<file path="config.mk">
export PLATFORM = sky130hd
export DESIGN_NAME = cobs_block_emit
export DESIGN_NICKNAME = d
export VERILOG_FILES = /design/src/verilog/cobs_pkg.sv /design/src/verilog/cobs_block_emit.sv
export SDC_FILE = /design/constraint.sdc
export NUM_CORES = 1
export LEC_CHECK = 0
export ABC_AREA = 1
export ABC_CLOCK_PERIOD_IN_PS = 2100
export BUFFER_PORTS_ARGS = -buffer_cell sky130_fd_sc_hd__buf_2
export CORE_MARGIN = 2
export CORE_UTILIZATION = 50
export DETAILED_ROUTE_END_ITERATION = 10
export PLACE_DENSITY = 0.77
export REMOVE_ABC_BUFFERS = 1
export SYNTH_ARGS = -nofsm -noshare
export SYNTH_HDL_FRONTEND = slang
export SYNTH_SLANG_ARGS = --single-unit
</file>
<file path="constraint.sdc">
create_clock -name clk -period 2.1 [get_ports clk]
set_clock_uncertainty 0.05 [all_clocks]
set_input_delay 0.42 -clock clk [delete_from_list [all_inputs] [get_ports clk]]
set_output_delay 0.42 -clock clk [all_outputs]
set_load 0.005 [all_outputs]
</file>
<file path="src/verilog/cobs_pkg.sv">
package cobs_pkg;

    // One byte on either stream
    typedef logic [7:0] byte_t;

    // Longest run of non-zero bytes that one code byte can describe
    localparam int max_run = 254;

    // Stored run length, 0 to 254
    typedef logic [7:0] run_len_t;

    // Code byte of a block that was closed by length alone
    localparam byte_t full_code = 8'hff;

    // Code byte of an empty block
    localparam byte_t empty_code = 8'h01;

    // Frame delimiter, the only zero byte on the encoded stream
    localparam byte_t delim_byte = 8'h00;

    // How the gather stage closed a block
    typedef enum logic [1:0] {
        blk_zero,
        blk_full,
        blk_last,
        blk_zero_last
    } block_kind_t;

    // Emitter FSM states
    typedef enum logic [2:0] {
        em_idle,
        em_code,
        em_data,
        em_tail,
        em_delim
    } emit_state_t;

endpackage

</file>
<file path="src/verilog/cobs_block_emit.sv">
`timescale 1ns/1ps

module cobs_block_emit import cobs_pkg::*; (
    input  logic        clk,
    input  logic        rst_n,

    input  logic        desc_valid,
    output logic        desc_ready,
    input  block_kind_t desc_kind,
    input  run_len_t    desc_len,
    input  logic        desc_bank,

    output logic        rd_bank,
    output run_len_t    rd_addr,
    input  byte_t       rd_data,
    output logic        bank_free,

    output byte_t       enc_tdata,
    output logic        enc_tvalid,
    output logic        enc_tlast,
    input  logic        enc_tready
);

    emit_state_t state;
    emit_state_t after_block;

    // Copy of the accepted descriptor
    block_kind_t kind_q;
    run_len_t    len_q;
    logic        bank_q;
    byte_t       code_q;

    // Index of the stored byte that rd_data currently holds
    run_len_t    idx;

    logic        enc_xfer;
    logic        last_data;

    assign desc_ready = (state == em_idle);
    assign enc_tvalid = (state != em_idle);
    assign enc_tlast  = (state == em_delim);
    assign enc_xfer   = enc_tvalid && enc_tready;

    // Only meaningful in em_data, where len_q is at least one
    assign last_data = (idx == len_q - 8'd1);

    // What follows the data bytes depends on how the block was closed
    always_comb begin
        case (kind_q)
            blk_zero_last: after_block = em_tail;
            blk_last:      after_block = em_delim;
            default:       after_block = em_idle;
        endcase
    end

    always_comb begin
        case (state)
            em_code: enc_tdata = code_q;
            em_data: enc_tdata = rd_data;
            em_tail: enc_tdata = empty_code;
            default: enc_tdata = delim_byte;
        endcase
    end

    // While idle the first byte of the offered bank is fetched, so it is
    // already in rd_data when the code byte goes out
    assign rd_bank = (state == em_idle) ? desc_bank : bank_q;

    always_comb begin
        if (state == em_idle) begin
            rd_addr = '0;
        end else if (state == em_data && enc_tready && !last_data) begin
            // Fetch the next byte during the current transfer
            rd_addr = idx + 8'd1;
        end else begin
            // Re-read the same byte so that a stalled output stays put
            rd_addr = idx;
        end
    end

    always_ff @(posedge clk) begin
        if (desc_valid && desc_ready) begin
            kind_q <= desc_kind;
            len_q  <= desc_len;
            bank_q <= desc_bank;
            code_q <= (desc_kind == blk_full) ? full_code : desc_len + 8'd1;
        end
    end

    always_ff @(posedge clk) begin
        if (!rst_n) begin
            state     <= em_idle;
            idx       <= '0;
            bank_free <= 1'b0;
        end else begin
            bank_free <= 1'b0;
            case (state)
                em_idle: begin
                    if (desc_valid) begin
                        state <= em_code;
                        idx   <= '0;
                    end
                end
                em_code: begin
                    if (enc_xfer) begin
                        if (len_q == '0) begin
                            // Empty block, nothing to read from the bank
                            state     <= after_block;
                            bank_free <= 1'b1;
                        end else begin
                            state <= em_data;
                        end
                    end
                end
                em_data: begin
                    if (enc_xfer) begin
                        if (last_data) begin
                            state     <= after_block;
                            bank_free <= 1'b1;
                        end else begin
                            idx <= idx + 8'd1;
                        end
                    end
                end
                em_tail: begin
                    if (enc_xfer) begin
                        state <= em_delim;
                    end
                end
                em_delim: begin
                    if (enc_xfer) begin
                        state <= em_idle;
                    end
                end
                default: begin
                    state <= em_idle;
                end
            endcase
        end
    end

endmodule

</file>
=== Word level (Yosys, flattened, before mapping) ===
Index checks and enable logic that the tools add are counted.

* Bits in registers: 31
* Output and inout bits: 21

* Multiplexer cells: 22
* Add/subtract/negate cells: 3
* Reduce and logical (&&, ||, !) cells: 11
* Eq/ne operators: 15

{| class="wikitable"
|+ Operator list
! kind !! number
|-
| two-way mux 8 bit || 5
|-
| one-hot mux 8 bit (3 select lines) || 1
|-
| two-way mux 3 bit || 7
|-
| adder 8 x 1 -> 8 bit (second input constant) || 2
|-
| one-hot mux 8 bit (2 select lines) || 1
|-
| one-hot mux 3 bit (5 select lines) || 1
|-
| inequality test 2 bit (second input constant) || 6
|-
| == test 8 bit || 1
|-
| zero test 8 bit || 1
|-
| subtractor 8 x 1 -> 8 bit (second input constant) || 1
|-
| == test 3 x 2 -> 1 bit (second input constant) || 2
|-
| one-hot mux 3 bit (2 select lines) || 1
|-
| AND reduction 6 bit || 1
|-
| two-way mux 1 bit || 5
|-
| == test 2 bit (second input constant) || 2
|-
| logical AND 1 bit || 4
|-
| AND reduction 4 bit || 1
|-
| == test 3 x 1 -> 1 bit (second input constant) || 1
|-
| == test 3 bit (second input constant) || 1
|-
| zero test 3 bit || 1
|-
| nonzero test 3 bit || 1
|-
| == test 2 x 1 -> 1 bit (second input constant) || 1
|-
| inequality test 2 x 1 -> 1 bit (second input constant) || 1
|-
| one-hot mux 1 bit (2 select lines) || 1
|-
| 2 further kinds || 2
|}

=== Depth between registers and ports, before layout ===
Gate-level depths: netlist of the first run.

* Depth after elaboration: 6
* Depth in mapped cells: 16

=== Least setup slack after synthesis of the first run ===
Ideal clock, no wire load.

* Kind: reg2out
* From: register len_q[0]
* To: output rd_addr[2]
* Required time: 1,630 ps
* Setup slack: -91 ps
* Data arrival time: 1,721 ps
* Buffers on the path: 1
* Stages on the path, launching flop included: 12
* Cell sequence: edfxtp_1 inv_1 ha_1 nand3_1 o21ai_1 a21oi_1 nor2_2 nand2_4 nand3_4 buf_6 nor2_1 nor2_1

* Word-level cells in the longest chain between the ends: 6

{| class="wikitable"
|+ Ends and longest elaborated chain
! item !! RTL line !! RTL
|-
| start: declaration || cobs_block_emit.sv:29 || <nowiki>run_len_t len_q;</nowiki>
|-
| start signal: assignment || cobs_block_emit.sv:84 || <nowiki>len_q <= desc_len;</nowiki>
|-
| subtractor 8 x 1 -> 8 bit || cobs_block_emit.sv:45 || <nowiki>assign last_data = (idx == len_q - 8'd1);</nowiki>
|-
| == test 8 bit || cobs_block_emit.sv:45 ||
|-
| zero test 1 bit || cobs_block_emit.sv:72 || <nowiki>end else if (state == em_data && enc_tready && !last_data) begin</nowiki>
|-
| logical AND 1 bit || cobs_block_emit.sv:72 ||
|-
| two-way mux 8 bit || cobs_block_emit.sv:72 ||
|-
| two-way mux 8 bit || cobs_block_emit.sv:70 || <nowiki>if (state == em_idle) begin</nowiki>
|-
| end: declaration || cobs_block_emit.sv:14 || <nowiki>output run_len_t rd_addr,</nowiki>
|}

Every way passes these cells.

=== Final worst setup path of the first run ===
* From: register len_q[0]
* To: output rd_addr[6]

The elaborated chain is that of the path after synthesis.

==> results.py, run 1 <==
metrics = {
    "run_status": {
        "status": "finished with violations",
        "violations": "negative setup slack",
    },
    "sta": {
        "fin_crit_ns": 2.56,
        "post-route-period-util": 1.22,
        "rsz0062_at_grt": "yes",
        "drv_slew": 0,
        "hold_viol": 0,
        "slew_headroom": 0.717,
        "finalWorstSetupSlack_ns": -0.456,
        "holdWs_ns": 0.272,
        "tightest_slew_ns": 0.420,
        "finalSetupViolCount": 17,
        "fmax_ghz": 0.391,
    },
    "worst_hold_path": {
        "min_path_cells": 1,
        "hp-class": "primary input to flop",
        "min-delay-start": "desc_bank",
    },
    "yosys": {
        "yosys_warnings": 0,
        "synth_edf_count": 19,
        "yosysSeqAreaShare": 0.378,
        "async_flop_share": 0,
        "synth_area_per_cell_sq_um": 7.05,
        "yosys_most_used_dff": "edfxtp_1",
        "ys_ff_latch": 31,
        "netlist_area_sq_um": 2140,
        "synthDistinctLibCells": 35,
        "syn-instance-count": 304,
    },
    "global_route": {
        "grt.overflow.total": 0,
        "grt_pass1_wl_mm": 9.00,
        "antenna_found_initial": 0,
        "grtUsageTotal": 0.230,
        "grt_pass1_vias": 2043,
        "grt_max_degree": 19,
    },
    "flow_run": {
        "drv_cap": 0,
    },
    "worst_setup_path": {
        "path_cells": "inv_2, ha_4, inv_2, nand2_1, nand2_1, nor2_1, nand3_1, nor2_1, nand2_1, nor2_4, nand2_4, nand3_4, inv_4, nor2_4, nor2_1, buf_2",
        "crit_type": "flop to primary output",
        "worst-endpoint-arrival_ns": 2.09,
        "start_kind": "flop",
        "critical_path_required_ns": 1.63,
        "r2r.worst_path.cells": 17,
        "cpPeakStageDelay_ns": 0.37,
        "cp-end-kind": "primary output",
        "timing.rr.start": "len_q[0]",
        "cp_max_fo": 6,
        "worst_path_max_delay_cell": "edfxtp_1",
        "startpoint": "len_q[0]",
    },
    "final_layout": {
        "diodes": 0,
        "utilization": 0.693,
        "syn2layout_area_growth_pct": 31.2,
        "instances_no_fill": 430,
        "drive_above_1_share": 0.324,
        "fin_nets": 405,
        "fin_area_sq_um": 2810,
    },
    "clocking": {
        "clock_path_buffers": 2,
        "cts_made_buffers": 5,
        "root_buffer": "clkbuf_8",
        "cts.sinks": 31,
        "tritoncts": "done",
        "h-tree-depth": 2,
        "path_clk_slew_ns": 0.07,
        "hold_buffers": 0,
        "clock_latency_ns": 0.28,
    },
    "floorplan": {
        "die_area_sq_um": 4830,
        "start_util": 0.529,
        "core-area_sq_um": 4060,
        "die_w_microns": 69.5,
        "num_io_pins": 44,
        "die_h_microns": 69.5,
        "num_rows": 23,
    },
    "power": {
        "total_power_uw": 3280,
        "pwr-share-seq": 0.296,
        "swShare": 0.450,
        "clkPwrFrac": 0.136,
        "switchingPower_uw": 1480,
        "intPower_uw": 1800,
        "p_per_area_nw_per_um2": 1170,
        "ir_drop_uv": 579,
        "p_leak_uw": 0.00140,
        "p_comb_frac": 0.568,
    },
    "routing": {
        "dr_wl_met3_microns": 397,
        "drc": 0,
        "avgRoutedWirePerCell_microns": 12.8,
        "wl_met2_mm": 2.70,
        "vias": 2267,
        "wl_mm": 5.49,
        "top_layer": "met4",
        "drt_iter0_drc": 246,
        "drt-met1-wl_mm": 2.26,
        "viasPerCell": 5.27,
        "postRouteAntennaNets": 0,
        "first_pass_iters": 5,
    },
    "placed_design": {
        "gp_congestion": 0.898,
        "placedCellCount": 413,
        "port_buffers": 43,
        "dp_hpwl_mm": 3.89,
        "place_area_sq_um": 2550,
    },
}
-- area by class of cell --
type,count,area [sq um]
Tap cell,50,62.6
Timing Repair Buffer,72,444
Clock buffer,5,68.8
Fill cell,339,1240
Inverter,47,184
Clock inverter,3,15.0
Sequential cell,31,811
Multi-Input combinational cell,222,1230
-- logic make-up after synthesis --
family,Yosys count,share of synthesized area
AND/OR/NAND/NOR,182,0.393
buffers and inverters,52,0.0963
flip-flops,31,0.378
AO/OA/AOI/OAI,29,0.0869
XOR/XNOR,7,0.0286
adder cells (fa/ha/maj),3,0.0175
-- final timing paths --
path | endpoint | slack, ns
min reg2reg | state[1] | 0.49
max reg2reg | idx[1] | -0.05
max | rd_addr[6] | -0.46
min | bank_q | 0.27
-- power groups by stage --
stage               clock network [uW]  registers, uW  logic (uW)
finish                             447            970        1860
global route                       480            986        2090
CTS                                454            957        1730
detailed placement                   0            965        1650
global placement                     0            963        1610
floorplan                            0            933        1090
-- Yosys cell counts, types with 5 or more instances --
cell / count / area, sq um
nand3_1: 25 / 125
a22o_1: 7 / 61.3
o21ai_0: 10 / 50.1
nand4_1: 12 / 75.1
a21oi_1: 5 / 25.0
clkinv_1: 7 / 26.3
dfxtp_1: 12 / 240
edfxtp_1: 19 / 571
nor2_1: 38 / 143
inv_2: 5 / 18.8
inv_1: 34 / 128
nand2_1: 89 / 334
-- state kept, by name, summed over array words and instances (netlist names) --
| signal | count |
|---|---|
| bank_q | 1 |
| len_q | 8 |
| idx | 8 |
| state | 3 |
| kind_q | 2 |
| bank_free | 1 |
| code_q | 8 |
-- per-stage QoR --
stage	TNS (ns)	setup slack, ns
6_report	-3.79	-0.456
5_1_grt	-7.05	-0.625
4_1_cts	-3.24	-0.429
3_5_place_dp	-1.41	-0.238
3_3_place_gp	-1.01	-0.158
2_1_floorplan	-0.520	-0.0945
-- cell usage in the layout (no fill, tap or decap), drive strengths merged --
master	count
nand2	91
buf	72
nor2	44
inv	39
nand3	29
edfxtp	19
nand4	12
dfxtp	12
o21ai	11
clkinv	10
a22o	7
clkbuf	5
a21oi	5
xor2	4
xnor2	3
nor3	3
a21boi	3
ha	3
nand3b	2
and2	1
a21o	1
a211o	1
o22ai	1
or2	1
clkinvlp	1
-- critical path: cells and delay by family, from the launching register on --
kind,cells,cell delay (ns)
AND/OR/NAND/NOR,11,0.88
flip-flops,1,0.37
adder cells (fa/ha/maj),1,0.27
buffers and inverters,4,0.26
-- routing by layer --
metal,track usage,up-vias
met5,0,-
met4,0.100,0
met3,0.0320,18
met2,0.387,102
met1,0.295,1004
li1,-,1143
-- repair_timing --
item,in CTS,in global routing
endpoints found under the setup margin,15,26
pin swaps,7,6
buffers inserted,2,6
gates resized for setup,16,25
gates cloned,1,0
(Power assumes the default switching activity.)
==> run 2: changes to the inputs <==
--- a/config.mk
+++ b/config.mk
@@ -7,11 +7,11 @@
 export LEC_CHECK = 0
 export ABC_AREA = 1
 export ABC_CLOCK_PERIOD_IN_PS = 2100
-export BUFFER_PORTS_ARGS = -buffer_cell sky130_fd_sc_hd__buf_2
 export CORE_MARGIN = 2
-export CORE_UTILIZATION = 50
+export CORE_UTILIZATION = 57
 export DETAILED_ROUTE_END_ITERATION = 10
-export PLACE_DENSITY = 0.77
+export DONT_BUFFER_PORTS = 1
+export PLACE_DENSITY = 0.75
 export REMOVE_ABC_BUFFERS = 1
 export SYNTH_ARGS = -nofsm -noshare
 export SYNTH_HDL_FRONTEND = slang
==> run 2 against run 1 <==
  * Largest power group unchanged
  * Non-clock buffer count fell by 56
  * Global-route usage rose by 2.6 points
  * Critical path type unchanged
  * Clock-buffer cell count did not move
  * Die area fell by 12%
  * Total power fell by 9.1%
  * First-iteration DRC count fell by 31%
  * Sequential cell count did not move
  * Critical path depth fell by 5
  * Largest cell class unchanged
  * The run still ends with negative setup slack left
  * Sequential power fell by 0.9%
  * Final cell count fell by 13%
  * Routed wire length fell by 8.0%
  * Register-to-register slack improved by 0.18 ns
==> results.py, run 2 (synthesized netlist as in run 1, its figures left out) <==
metrics = {
    "run_status": {
        "status": "finished with violations",
        "violations": "negative setup slack",
    },
    "sta": {
        "finalSetupViolCount": 15,
        "slew_headroom": 0.727,
        "tightest_slew_ns": 0.405,
        "setup_tns_ns": -2.61,
        "finalWorstSetupSlack_ns": -0.343,
        "holdWs_ns": 0.172,
        "fin_crit_ns": 2.44,
        "hold_viol": 0,
        "drv_slew": 0,
        "fmax_ghz": 0.409,
        "post-route-period-util": 1.16,
        "rsz0062_at_grt": "yes",
    },
    "worst_setup_path": {
        "r2r_end": "idx[2]",
        "timing.rr.start": "len_q[0]",
        "worst-endpoint-arrival_ns": 1.97,
        "r2r.worst_path.cells": 15,
        "crit_type": "flop to primary output",
        "cp_max_fo": 6,
        "critical_path_required_ns": 1.63,
        "cp-end-kind": "primary output",
        "r2r_setup_slack_ns": 0.13,
        "start_kind": "flop",
    },
    "routing": {
        "wl_mm": 5.05,
        "first_pass_iters": 4,
        "postRouteAntennaNets": 0,
        "viasPerCell": 5.47,
        "drt_iter0_drc": 170,
        "vias": 2036,
        "avgRoutedWirePerCell_microns": 13.6,
        "drc": 0,
    },
    "clocking": {
        "clock_path_buffers": 2,
        "hold_buffers": 0,
        "cts.sinks": 31,
        "clock_latency_ns": 0.29,
        "root_buffer": "clkbuf_8",
        "h-tree-depth": 2,
        "path_clk_slew_ns": 0.07,
        "tritoncts": "done",
        "cts_made_buffers": 5,
    },
    "power": {
        "intPower_uw": 1610,
        "switchingPower_uw": 1380,
        "p_per_area_nw_per_um2": 1220,
        "total_power_uw": 2980,
        "swShare": 0.461,
        "p_comb_frac": 0.519,
        "ir_drop_uv": 585,
        "pwr-share-seq": 0.322,
        "p_leak_uw": 0.00113,
        "clkPwrFrac": 0.159,
    },
    "placed_design": {
        "port_buffers": 0,
        "dp_hpwl_mm": 3.78,
        "gp_congestion": 0.969,
        "dp_worst_setup_slack_ns": -0.187,
        "placedCellCount": 362,
    },
    "global_route": {
        "grt_pass1_wl_mm": 8.39,
        "grtUsageTotal": 0.256,
        "grt_pass1_vias": 1842,
        "grt_max_degree": 19,
        "antenna_found_initial": 0,
        "grt.overflow.total": 0,
    },
    "final_layout": {
        "syn2layout_area_growth_pct": 14.3,
        "drive_above_1_share": 0.176,
        "fill_cells": 328,
        "diodes": 0,
        "final_common_cell": "nand2_1",
        "instances_no_fill": 372,
        "fin_nets": 349,
        "layout_common_cells": "85 x nand2_1, 34 x nor2_1, 30 x inv_1",
        "top_regs": "code_q: 8 flops, idx: 8 flops, len_q: 8 flops",
    },
    "floorplan": {
        "core-area_sq_um": 3630,
        "start_util": 0.590,
        "die_w_microns": 65.3,
        "num_io_pins": 44,
        "num_rows": 22,
        "die_area_sq_um": 4270,
        "die_h_microns": 65.3,
    },
    "worst_hold_path": {
        "hp-class": "primary input to flop",
        "hold_end": "kind_q[1]",
        "min_path_cells": 0,
        "min-delay-start": "desc_kind[1]",
    },
    "flow_run": {
        "drv_cap": 0,
    },
}
## run 2: cell count changes in the layout (fill, tap and decap cells not counted), moves of 2 or more
cell / previous run / this run
nand3_2: 2 / 0
nor2_4: 6 / 4
nor2_2: 4 / 6
nand2_2: 12 / 5
nand2_1: 77 / 85
buf_2: 43 / 0
buf_4: 27 / 16
## run 2: final cells by class
class | count | area, sq um | share of cell area
Multi-Input combinational cell | 222 | 1190 | 0.486
Sequential cell | 31 | 811 | 0.331
Inverter | 47 | 180 | 0.0735
Timing Repair Buffer | 16 | 120 | 0.0490
Clock buffer | 5 | 68.8 | 0.0281
Tap cell | 48 | 60.1 | 0.0245
Clock inverter | 3 | 20.0 | 0.00817
## run 2: worst max-delay path by stage
stage                        start         end  slack [ns]
after floorplan           state[0]    state[0]       -0.09
after global placement    len_q[0]  rd_addr[7]       -0.12
after detailed placement  len_q[1]  rd_addr[7]       -0.19
after CTS                 len_q[1]  rd_addr[0]       -0.41
after global routing      len_q[1]  rd_addr[7]       -0.50
final                     len_q[0]  rd_addr[6]       -0.34
## run 2: per-layer routing
| metal | GRT usage | wire, microns |
|---|---|---|
| met5 | 0 | 0 |
| met4 | 0.0964 | 59 |
| met3 | 0.0497 | 395 |
| met2 | 0.434 | 2470 |
| met1 | 0.323 | 2130 |
## run 2: worst max-delay path, cell delays in order, from the launching register on
cell and delay (ns):
edfxtp_1 0.40, inv_2 0.10, ha_4 0.15, buf_4 0.11
nand3_1 0.09, a21oi_1 0.24, nor2_4 0.09, nand2_4 0.12
nand3_4 0.11, inv_2 0.10, nor2_1 0.05, nor2_1 0.14
## run 2: power by group through the flow
| stage | registers (uW) | clock network, uW | logic [uW] |
|---|---|---|---|
| finish | 961 | 475 | 1550 |
| global route | 979 | 502 | 1750 |
| CTS | 955 | 481 | 1490 |
| detailed placement | 965 | 0 | 1440 |
| global placement | 961 | 0 | 1430 |
| floorplan | 933 | 0 | 1090 |
## run 2: what timing repair did
item                       in CTS  in global routing
buffers inserted                1                  0
gates resized for setup        10                 12
pin swaps                       8                  8
setup endpoints to repair       8                 26
gates cloned                    1                  0
## run 2: per-stage QoR
step	util	area, sq um
finish	0.675	2450
detailed placement	0.630	2290
CTS	0.665	2410
floorplan	-	2120
global route	0.675	2450
global placement	0.630	2290
